===== src/cpu_pkg.sv =====
`default_nettype none

package cpu_pkg;

    localparam int xlen       = 32;
    localparam int reg_addr_w = 5;

    // major opcodes.
    localparam logic [6:0] op_reg    = 7'b0110011;
    localparam logic [6:0] op_imm    = 7'b0010011;
    localparam logic [6:0] op_lui    = 7'b0110111;
    localparam logic [6:0] op_branch = 7'b1100011;

    localparam logic [2:0] f3_add_sub = 3'b000;
    localparam logic [2:0] f3_xor     = 3'b100;
    localparam logic [2:0] f3_or      = 3'b110;
    localparam logic [2:0] f3_and     = 3'b111;
    localparam logic [2:0] f3_beq     = 3'b000;
    localparam logic [2:0] f3_bne     = 3'b001;

    localparam logic [6:0] f7_sub = 7'b0100000; // turns add into sub.

    typedef enum logic [2:0] {
        alu_add,
        alu_sub,
        alu_and,
        alu_or,
        alu_xor,
        alu_pass_b
    } alu_op_t;

    typedef enum logic [1:0] {
        fetch_s,
        load_s,
        exec_s,
        wb_s
    } state_t;

    typedef struct packed {
        logic [6:0]            funct7;
        logic [reg_addr_w-1:0] rs2;
        logic [reg_addr_w-1:0] rs1;
        logic [2:0]            funct3;
        logic [reg_addr_w-1:0] rd;
        logic [6:0]            opcode;
    } inst_r_t;

    typedef struct packed {
        logic [11:0]           imm;
        logic [reg_addr_w-1:0] rs1;
        logic [2:0]            funct3;
        logic [reg_addr_w-1:0] rd;
        logic [6:0]            opcode;
    } inst_i_t;

    // one instruction word, two field layouts.
    typedef union packed {
        inst_r_t r;
        inst_i_t i;
    } inst_t;

endpackage

`default_nettype wire


===== src/cpu_alu.sv =====
`default_nettype none

module cpu_alu import cpu_pkg::*; (
    input  alu_op_t         i_op,
    input  logic [xlen-1:0] i_a,
    input  logic [xlen-1:0] i_b,
    input  logic            i_is_bne,
    output logic [xlen-1:0] o_result,
    output logic            o_branch_taken
);

    logic operands_equal;

    always_comb begin
        case (i_op)
            alu_add:    o_result = i_a + i_b;
            alu_sub:    o_result = i_a - i_b;
            alu_and:    o_result = i_a & i_b;
            alu_or:     o_result = i_a | i_b;
            alu_xor:    o_result = i_a ^ i_b;
            alu_pass_b: o_result = i_b;
            default:    o_result = '0;
        endcase
    end

    // equal when the difference is zero.
    assign operands_equal = (o_result == '0);
    assign o_branch_taken = operands_equal ^ i_is_bne;

endmodule

`default_nettype wire


===== src/cpu_control.sv =====
`default_nettype none

module cpu_control import cpu_pkg::*; (
    input  logic clk,
    input  logic rst,
    input  logic i_raddr_ready,
    input  logic i_rdata_valid,
    input  logic i_type_int_reg,
    input  logic i_type_branch,
    input  logic i_rd_is_zero,
    output logic o_raddr_valid,
    output logic o_rdata_ready,
    output logic o_inst_load,
    output logic o_rs1_en,
    output logic o_rs2_en,
    output logic o_rd_en,
    output logic o_pc_update
);

    state_t state;
    state_t state_next;
    logic   addr_hs;
    logic   data_hs;

    assign addr_hs = o_raddr_valid & i_raddr_ready;
    assign data_hs = o_rdata_ready & i_rdata_valid;

    always_comb begin
        state_next = state;
        case (state)
            fetch_s: if (addr_hs) state_next = load_s;
            load_s:  if (data_hs) state_next = exec_s;
            exec_s:  state_next = wb_s;
            wb_s:    state_next = fetch_s;
            default: state_next = fetch_s;
        endcase
    end

    // bus valid and ready are registered from the next state.
    always_ff @(posedge clk) begin
        if (rst) begin
            state         <= fetch_s;
            o_raddr_valid <= 1'b0;
            o_rdata_ready <= 1'b0;
        end else begin
            state         <= state_next;
            o_raddr_valid <= (state_next == fetch_s);
            o_rdata_ready <= (state_next == load_s);
        end
    end

    assign o_inst_load = data_hs;
    assign o_rs1_en    = (state == exec_s);
    assign o_rs2_en    = (state == exec_s) & (i_type_int_reg | i_type_branch);

    // branches and x0 targets never write.
    assign o_rd_en     = (state == wb_s) & ~i_type_branch & ~i_rd_is_zero;
    assign o_pc_update = (state == wb_s);

endmodule

`default_nettype wire


===== src/cpu_core.sv =====
`default_nettype none

module cpu_core import cpu_pkg::*; (
    input  logic                  clk,
    input  logic                  rst,
    output logic                  o_raddr_valid,
    output logic [xlen-1:0]       o_raddr,
    input  logic                  i_raddr_ready,
    input  logic                  i_rdata_valid,
    input  logic [xlen-1:0]       i_rdata,
    output logic                  o_rdata_ready,
    output logic                  o_wb_en,
    output logic [reg_addr_w-1:0] o_wb_addr,
    output logic [xlen-1:0]       o_wb_data,
    output logic [xlen-1:0]       o_pc
);

    logic [xlen-1:0]       pc;
    inst_t                 inst;
    logic                  inst_load;
    logic                  pc_update;
    logic                  rs1_en;
    logic                  rs2_en;
    logic                  rd_en;
    logic [reg_addr_w-1:0] rd;
    logic [reg_addr_w-1:0] rs1;
    logic [reg_addr_w-1:0] rs2;
    logic [xlen-1:0]       imm;
    alu_op_t               alu_op;
    logic                  type_imm;
    logic                  type_int_reg;
    logic                  type_branch;
    logic                  rd_is_zero;
    logic [xlen-1:0]       rs1_dout;
    logic [xlen-1:0]       rs2_dout;
    logic [xlen-1:0]       alu_b;
    logic [xlen-1:0]       alu_result;
    logic                  branch_taken;
    logic                  is_bne;

    always_ff @(posedge clk) begin
        if (rst) begin
            pc <= '0;
        end else if (pc_update) begin
            if (type_branch && branch_taken) begin
                pc <= pc + imm; // branch target.
            end else begin
                pc <= pc + xlen'(4);
            end
        end
    end

    always_ff @(posedge clk) begin
        if (inst_load) begin
            inst <= i_rdata;
        end
    end

    assign o_raddr = pc;
    assign o_pc    = pc;

    assign alu_b  = type_imm ? imm : rs2_dout;
    assign is_bne = (inst.r.funct3 == f3_bne);

    // write-back trace follows the register file write port.
    assign o_wb_en   = rd_en;
    assign o_wb_addr = rd;
    assign o_wb_data = alu_result;

    cpu_control control (
        .clk            (clk),
        .rst            (rst),
        .i_raddr_ready  (i_raddr_ready),
        .i_rdata_valid  (i_rdata_valid),
        .i_type_int_reg (type_int_reg),
        .i_type_branch  (type_branch),
        .i_rd_is_zero   (rd_is_zero),
        .o_raddr_valid  (o_raddr_valid),
        .o_rdata_ready  (o_rdata_ready),
        .o_inst_load    (inst_load),
        .o_rs1_en       (rs1_en),
        .o_rs2_en       (rs2_en),
        .o_rd_en        (rd_en),
        .o_pc_update    (pc_update)
    );

    inst_decoder idec (
        .i_inst         (inst),
        .o_rd           (rd),
        .o_rs1          (rs1),
        .o_rs2          (rs2),
        .o_imm          (imm),
        .o_alu_op       (alu_op),
        .o_type_imm     (type_imm),
        .o_type_int_imm (),
        .o_type_int_reg (type_int_reg),
        .o_type_branch  (type_branch),
        .o_rd_is_zero   (rd_is_zero)
    );

    reg_file rf (
        .clk        (clk),
        .i_rs1_en   (rs1_en),
        .i_rs1      (rs1),
        .o_rs1_dout (rs1_dout),
        .i_rs2_en   (rs2_en),
        .i_rs2      (rs2),
        .o_rs2_dout (rs2_dout),
        .i_rd_en    (rd_en),
        .i_rd       (rd),
        .i_rd_din   (alu_result)
    );

    cpu_alu alu (
        .i_op           (alu_op),
        .i_a            (rs1_dout),
        .i_b            (alu_b),
        .i_is_bne       (is_bne),
        .o_result       (alu_result),
        .o_branch_taken (branch_taken)
    );

endmodule

`default_nettype wire


===== src/inst_decoder.sv =====
`default_nettype none

module inst_decoder import cpu_pkg::*; (
    input  inst_t                 i_inst,
    output logic [reg_addr_w-1:0] o_rd,
    output logic [reg_addr_w-1:0] o_rs1,
    output logic [reg_addr_w-1:0] o_rs2,
    output logic [xlen-1:0]       o_imm,
    output alu_op_t               o_alu_op,
    output logic                  o_type_imm,
    output logic                  o_type_int_imm,
    output logic                  o_type_int_reg,
    output logic                  o_type_branch,
    output logic                  o_rd_is_zero
);

    logic [6:0]      opcode;
    logic            type_lui;
    logic [xlen-1:0] imm_i;
    logic [xlen-1:0] imm_b;
    logic [xlen-1:0] imm_u;

    assign opcode = i_inst.r.opcode;
    assign o_rd   = i_inst.r.rd;
    assign o_rs1  = i_inst.r.rs1;
    assign o_rs2  = i_inst.r.rs2;

    assign o_type_int_imm = (opcode == op_imm);
    assign o_type_int_reg = (opcode == op_reg);
    assign o_type_branch  = (opcode == op_branch);
    assign type_lui       = (opcode == op_lui);
    assign o_type_imm     = o_type_int_imm | type_lui; // immediate feeds alu operand b.
    assign o_rd_is_zero   = (i_inst.r.rd == '0);

    assign imm_i = {{(xlen-12){i_inst.i.imm[11]}}, i_inst.i.imm};
    assign imm_b = {{(xlen-12){i_inst[31]}}, i_inst[7], i_inst[30:25], i_inst[11:8], 1'b0};
    assign imm_u = {i_inst[31:12], 12'b0};

    assign o_imm = o_type_branch ? imm_b : (type_lui ? imm_u : imm_i);

    always_comb begin
        o_alu_op = alu_add;
        if (o_type_int_reg || o_type_int_imm) begin
            case (i_inst.r.funct3)
                f3_add_sub: begin
                    // only the register form has a sub.
                    if (o_type_int_reg && i_inst.r.funct7 == f7_sub) begin
                        o_alu_op = alu_sub;
                    end
                end
                f3_xor:  o_alu_op = alu_xor;
                f3_or:   o_alu_op = alu_or;
                f3_and:  o_alu_op = alu_and;
                default: o_alu_op = alu_add;
            endcase
        end else if (o_type_branch) begin
            o_alu_op = alu_sub; // compare by subtraction.
        end else if (type_lui) begin
            o_alu_op = alu_pass_b;
        end
    end

endmodule

`default_nettype wire


===== src/reg_file.sv =====
`default_nettype none

module reg_file import cpu_pkg::*; (
    input  logic                  clk,
    input  logic                  i_rs1_en,
    input  logic [reg_addr_w-1:0] i_rs1,
    output logic [xlen-1:0]       o_rs1_dout,
    input  logic                  i_rs2_en,
    input  logic [reg_addr_w-1:0] i_rs2,
    output logic [xlen-1:0]       o_rs2_dout,
    input  logic                  i_rd_en,
    input  logic [reg_addr_w-1:0] i_rd,
    input  logic [xlen-1:0]       i_rd_din
);

    logic [xlen-1:0] regs [0:(1<<reg_addr_w)-1];

    always_ff @(posedge clk) begin
        if (i_rd_en && i_rd != '0) begin
            regs[i_rd] <= i_rd_din;
        end
    end

    // read data shows up the cycle after the enable.
    always_ff @(posedge clk) begin
        if (i_rs1_en) begin
            o_rs1_dout <= (i_rs1 == '0) ? '0 : regs[i_rs1];
        end
        if (i_rs2_en) begin
            o_rs2_dout <= (i_rs2 == '0) ? '0 : regs[i_rs2];
        end
    end

endmodule

`default_nettype wire


===== config.mk =====
export PLATFORM = sky130hd
export DESIGN_NAME = cpu_core
export DESIGN_NICKNAME = d
export VERILOG_FILES = /design/src/cpu_pkg.sv /design/src/cpu_alu.sv /design/src/cpu_control.sv /design/src/cpu_core.sv /design/src/inst_decoder.sv /design/src/reg_file.sv
export SDC_FILE = /design/constraint.sdc
export NUM_CORES = 2
export LEC_CHECK = 0
export ABC_AREA = 1
export BUFFER_PORTS_ARGS = -buffer_cell sky130_fd_sc_hd__buf_4
export CELL_PAD_IN_SITES_DETAIL_PLACEMENT = 1
export CELL_PAD_IN_SITES_GLOBAL_PLACEMENT = 2
export CORE_ASPECT_RATIO = 1.2
export CORE_MARGIN = 2
export CORE_UTILIZATION = 37
export DETAILED_ROUTE_END_ITERATION = 10
export PLACE_DENSITY = 0.85
export SKIP_CTS_REPAIR_TIMING = 1
export SLEW_MARGIN = 0
export SYNTH_ARGS = -nofsm -noshare
export SYNTH_HDL_FRONTEND = slang
export SYNTH_SLANG_ARGS = --single-unit

===== constraint.sdc =====
create_clock -name clk -period 5.8 [get_ports clk]
set_clock_uncertainty 0.15 [all_clocks]
set_input_delay 0.58 -clock clk [delete_from_list [all_inputs] [get_ports clk]]
set_output_delay 0.58 -clock clk [all_outputs]
set_load 0.02 [all_outputs]

==> metrics <==
dpl ws -0.151 ns; Crit. End Element primary output; wire per inst approximately 30 um; post-synth cell types 64; Rows 165; Final period util 1.04; post-layout util 0.437; complex-gate fraction of the synthesized area 0.193; Leakage Power approximately 27 nW; DP HPWL approximately 170000 um; TritonCTS Buffers about 120; first-pass GRT wire length 386000 um; All-Layer GR Usage 0.305; Synth area leader edfxtp_1; Synth top area share 0.538; Fin. Hold Viols 0; worst hold path type in -> reg; Mean Syn Cell Area between 9 and 10 um^2; Final Worst Setup Slack -0.253 ns; Congestion Overflow GR 0; post-DR vias/cell approximately 6.2; Fmax achieved 165 MHz; Initial Utilization 0.372; final wirelength 280000 um; Max clock buf depth 3; Cells after DPL about 9000; Post-Synth XOR/XNOR Area 0.0127; violations in the final reports design-rule violations, negative setup slack; CP Class reg -> out; Slew headroom 0.124; Nets between 7000 and 8000; Post-synth EDFFs about 1100; worst path bufs/invs 5; Max-Cap Viols 0; routed via count about 58000; final setup fails 5; crit path DAT ~5.3 ns; Iter 0 DRT Violations roughly 7000; Hold Path Cell Cnt 4; R2R depth ~40; Main synth FF type edfxtp_1; Post-Syn Instances 6740; CP delay by family, top simple AND/OR/NAND/NOR gates; Hold EP control.o_raddr_valid; max incr delay on CP 0.44 ns; CTS tree built; die area around 170000 um^2; Tightest Pin Transition around 1.3 ns; RSZ-0062 raised after global routing yes; critical path startpoint category flip-flop; htree depth 3; main combinational cell family by area after synthesis compound AO/OA/AOI/OAI gates; most frequent cells after synthesis 1140 x o21ai_0, 1120 x edfxtp_1, 888 x nor2_1, 762 x nand2_1, 490 x inv_1; Yosys reg bits between 1000 and 1500; Clock transition at path regs 0.07 ns; PwrDens 245 nW/um^2; vias in the first global route 56600; width of the die approximately 380 um; Worst R2R Setup Slack 0.02 ns; clock root buffer clkbuf_16; min-delay src i_raddr_ready; worst-path fanout max 7; Post-Synth Simple-Gate Area 0.153; # clock sinks 1156; Die Ht 454 um; outcome finished with violations; ANT nets after route 0; port bufs between 100 and 150; number of antenna violations at the first check in global routing 16; Post-synth ARST share 0; Crit path required time about 5.1 ns; Post-route DRC 3; Final Non-Filler Cells a little over 9000; Peak VDD IR 0.000281 V; gp weighted congestion between 1 and 1.5; r2r startpoint inst[4]; minimum clock period roughly 6.1 ns; Critical-path top delay cell edfxtp_1; mux cell area share after synthesis 0; core area around 170000 um^2; Area contributors post-synth edfxtp_1 54%, o21ai_0 9.1%, nor2_1 5.3%; drt pass-1 iters 10; fin. max-slew vios 0; pin count of the biggest net entering global routing between 200 and 250; most common cell in the netlist o21ai_0; Worst-Skew Late Latency just under 0.8 ns; Ys Warns 0; proportion of layout cells with a drive suffix above 1 0.148; Adder-Cell Fraction of Synth Area 0.0260; area grow syn2layout 17.6%; Crit Reg-Reg Endpoint o_pc[7]; I/O pin count 140; Levels on crit path 31; post-synthesis sequential area ratio 0.549; cell area after synthesis 62600 um^2
final cells by class:
type / instances / area, um^2
fill: 19000 / 94700
timing repair buffer: 595 / 5430
tap: 2254 / 2820
antenna: 10 / 25.0
clock inverter: 72 / 564
inverter: 503 / 1930
clock buffer: 141 / 3060
multi-input combinational: 4597 / 25400
sequential: 1156 / 34400
worst reg2reg max path: cells and delay by family, from the launching register on:
family | cells | cell delay [ns]
and+or+nand+nor | 24 | 2.77
buffers and inverters | 9 | 1.27
AOI/OAI and AO/OA | 6 | 0.52
DFF | 1 | 0.44
adders and majority gates | 1 | 0.39
xor gates and xnor gates | 1 | 0.17
cells in the final DEF (no fill, tap or decap), types with 18 or more instances in the layout:
cell type / n
nor2_1: 818
nor2_4: 49
edfxtp_1: 1120
nand3_2: 19
buf_12: 38
a21oi_1: 343
nand2_4: 28
o22ai_1: 146
conb_1: 32
clkinv_1: 33
nand3_1: 344
dfxtp_1: 36
clkinv_2: 22
dlygate4sd3_1: 32
nor2_2: 32
nand2_1: 683
a41oi_1: 33
buf_4: 483
clkbuf_16: 135
o211ai_1: 175
nand2_2: 83
o21ai_0: 1127
ha_1: 115
nand4_1: 93
a2bb2oi_1: 18
xor2_1: 77
a31oi_1: 58
clkbuf_1: 22
o221ai_1: 131
inv_1: 476
nor3_1: 29
cells by family (layout without fill, tap and decap cells):
| kind of cell | count (synthesis) | count (layout) |
|---|---|---|
| and+or+nand+nor | 2234 | 2240 |
| AOI/OAI and AO/OA | 2105 | 2105 |
| DFF | 1156 | 1156 |
| buffers and inverters | 1024 | 1311 |
| adders and majority gates | 129 | 129 |
| xor gates and xnor gates | 91 | 91 |
| other | 1 | 42 |
flip-flops by register name, summed over array words and instances, names as in the netlist:
| register | cells |
|---|---|
| o_pc | 32 |
| control.o_rdata_ready | 1 |
| inst | 32 |
| rf.regs | 1024 |
| control.o_raddr_valid | 1 |
| control.state | 2 |
| rf.o_rs2_dout | 32 |
| rf.o_rs1_dout | 32 |
per-layer routing:
metal | wire, um | part of all wire | vias to the layer above | GRT usage
met5 | 201 | 0.00072 | - | 0
met1 | 106000 | 0.38 | 29300 | 0.387
met3 | 27200 | 0.097 | 859 | 0.0528
met4 | 19100 | 0.068 | 14 | 0.184
li1 | - | - | 24600 | -
met2 | 127000 | 0.46 | 3159 | 0.487
power breakdown:
part | leakage [nW] | switching (mW) | internal (mW) | total [mW]
Sequential | 10.4 | 0.0268 | 9.15 | 9.17
Combinational | 14.6 | 0.969 | 0.406 | 1.38
Clock | 1.77 | 3.42 | 4.05 | 7.47
Total | 26.8 | 4.42 | 13.6 | 18.0
per-stage QoR:
step	hold WS (ns)	setup TNS [ns]	power, mW	instance area [um^2]
2_1_floorplan	0.399	0	10.0	62700
3_3_place_gp	0.417	-2.06	10.5	67200
3_5_place_dp	0.431	-2.80	10.6	67200
4_1_cts	-0.210	-12.10	17.9	70900
5_1_grt	0.0793	-8.81	18.4	73500
6_report	0.0760	-0.641	18.0	73600
how the worst max path moves through the flow:
| stage | from | endpoint | slack, ns |
|---|---|---|---|
| final | inst[4] | o_wb_data[31] | -0.25 |
| after global routing | inst[4] | o_wb_data[31] | -0.47 |
| after CTS | inst[6] | o_wb_data[29] | -0.66 |
| after detailed placement | inst[6] | o_pc[15] | -0.15 |
| after global placement | inst[6] | o_pc[8] | -0.13 |
| after floorplan | inst[1] | o_pc[15] | 0.21 |
No activity file was read; power rests on OpenSTA's default activity.
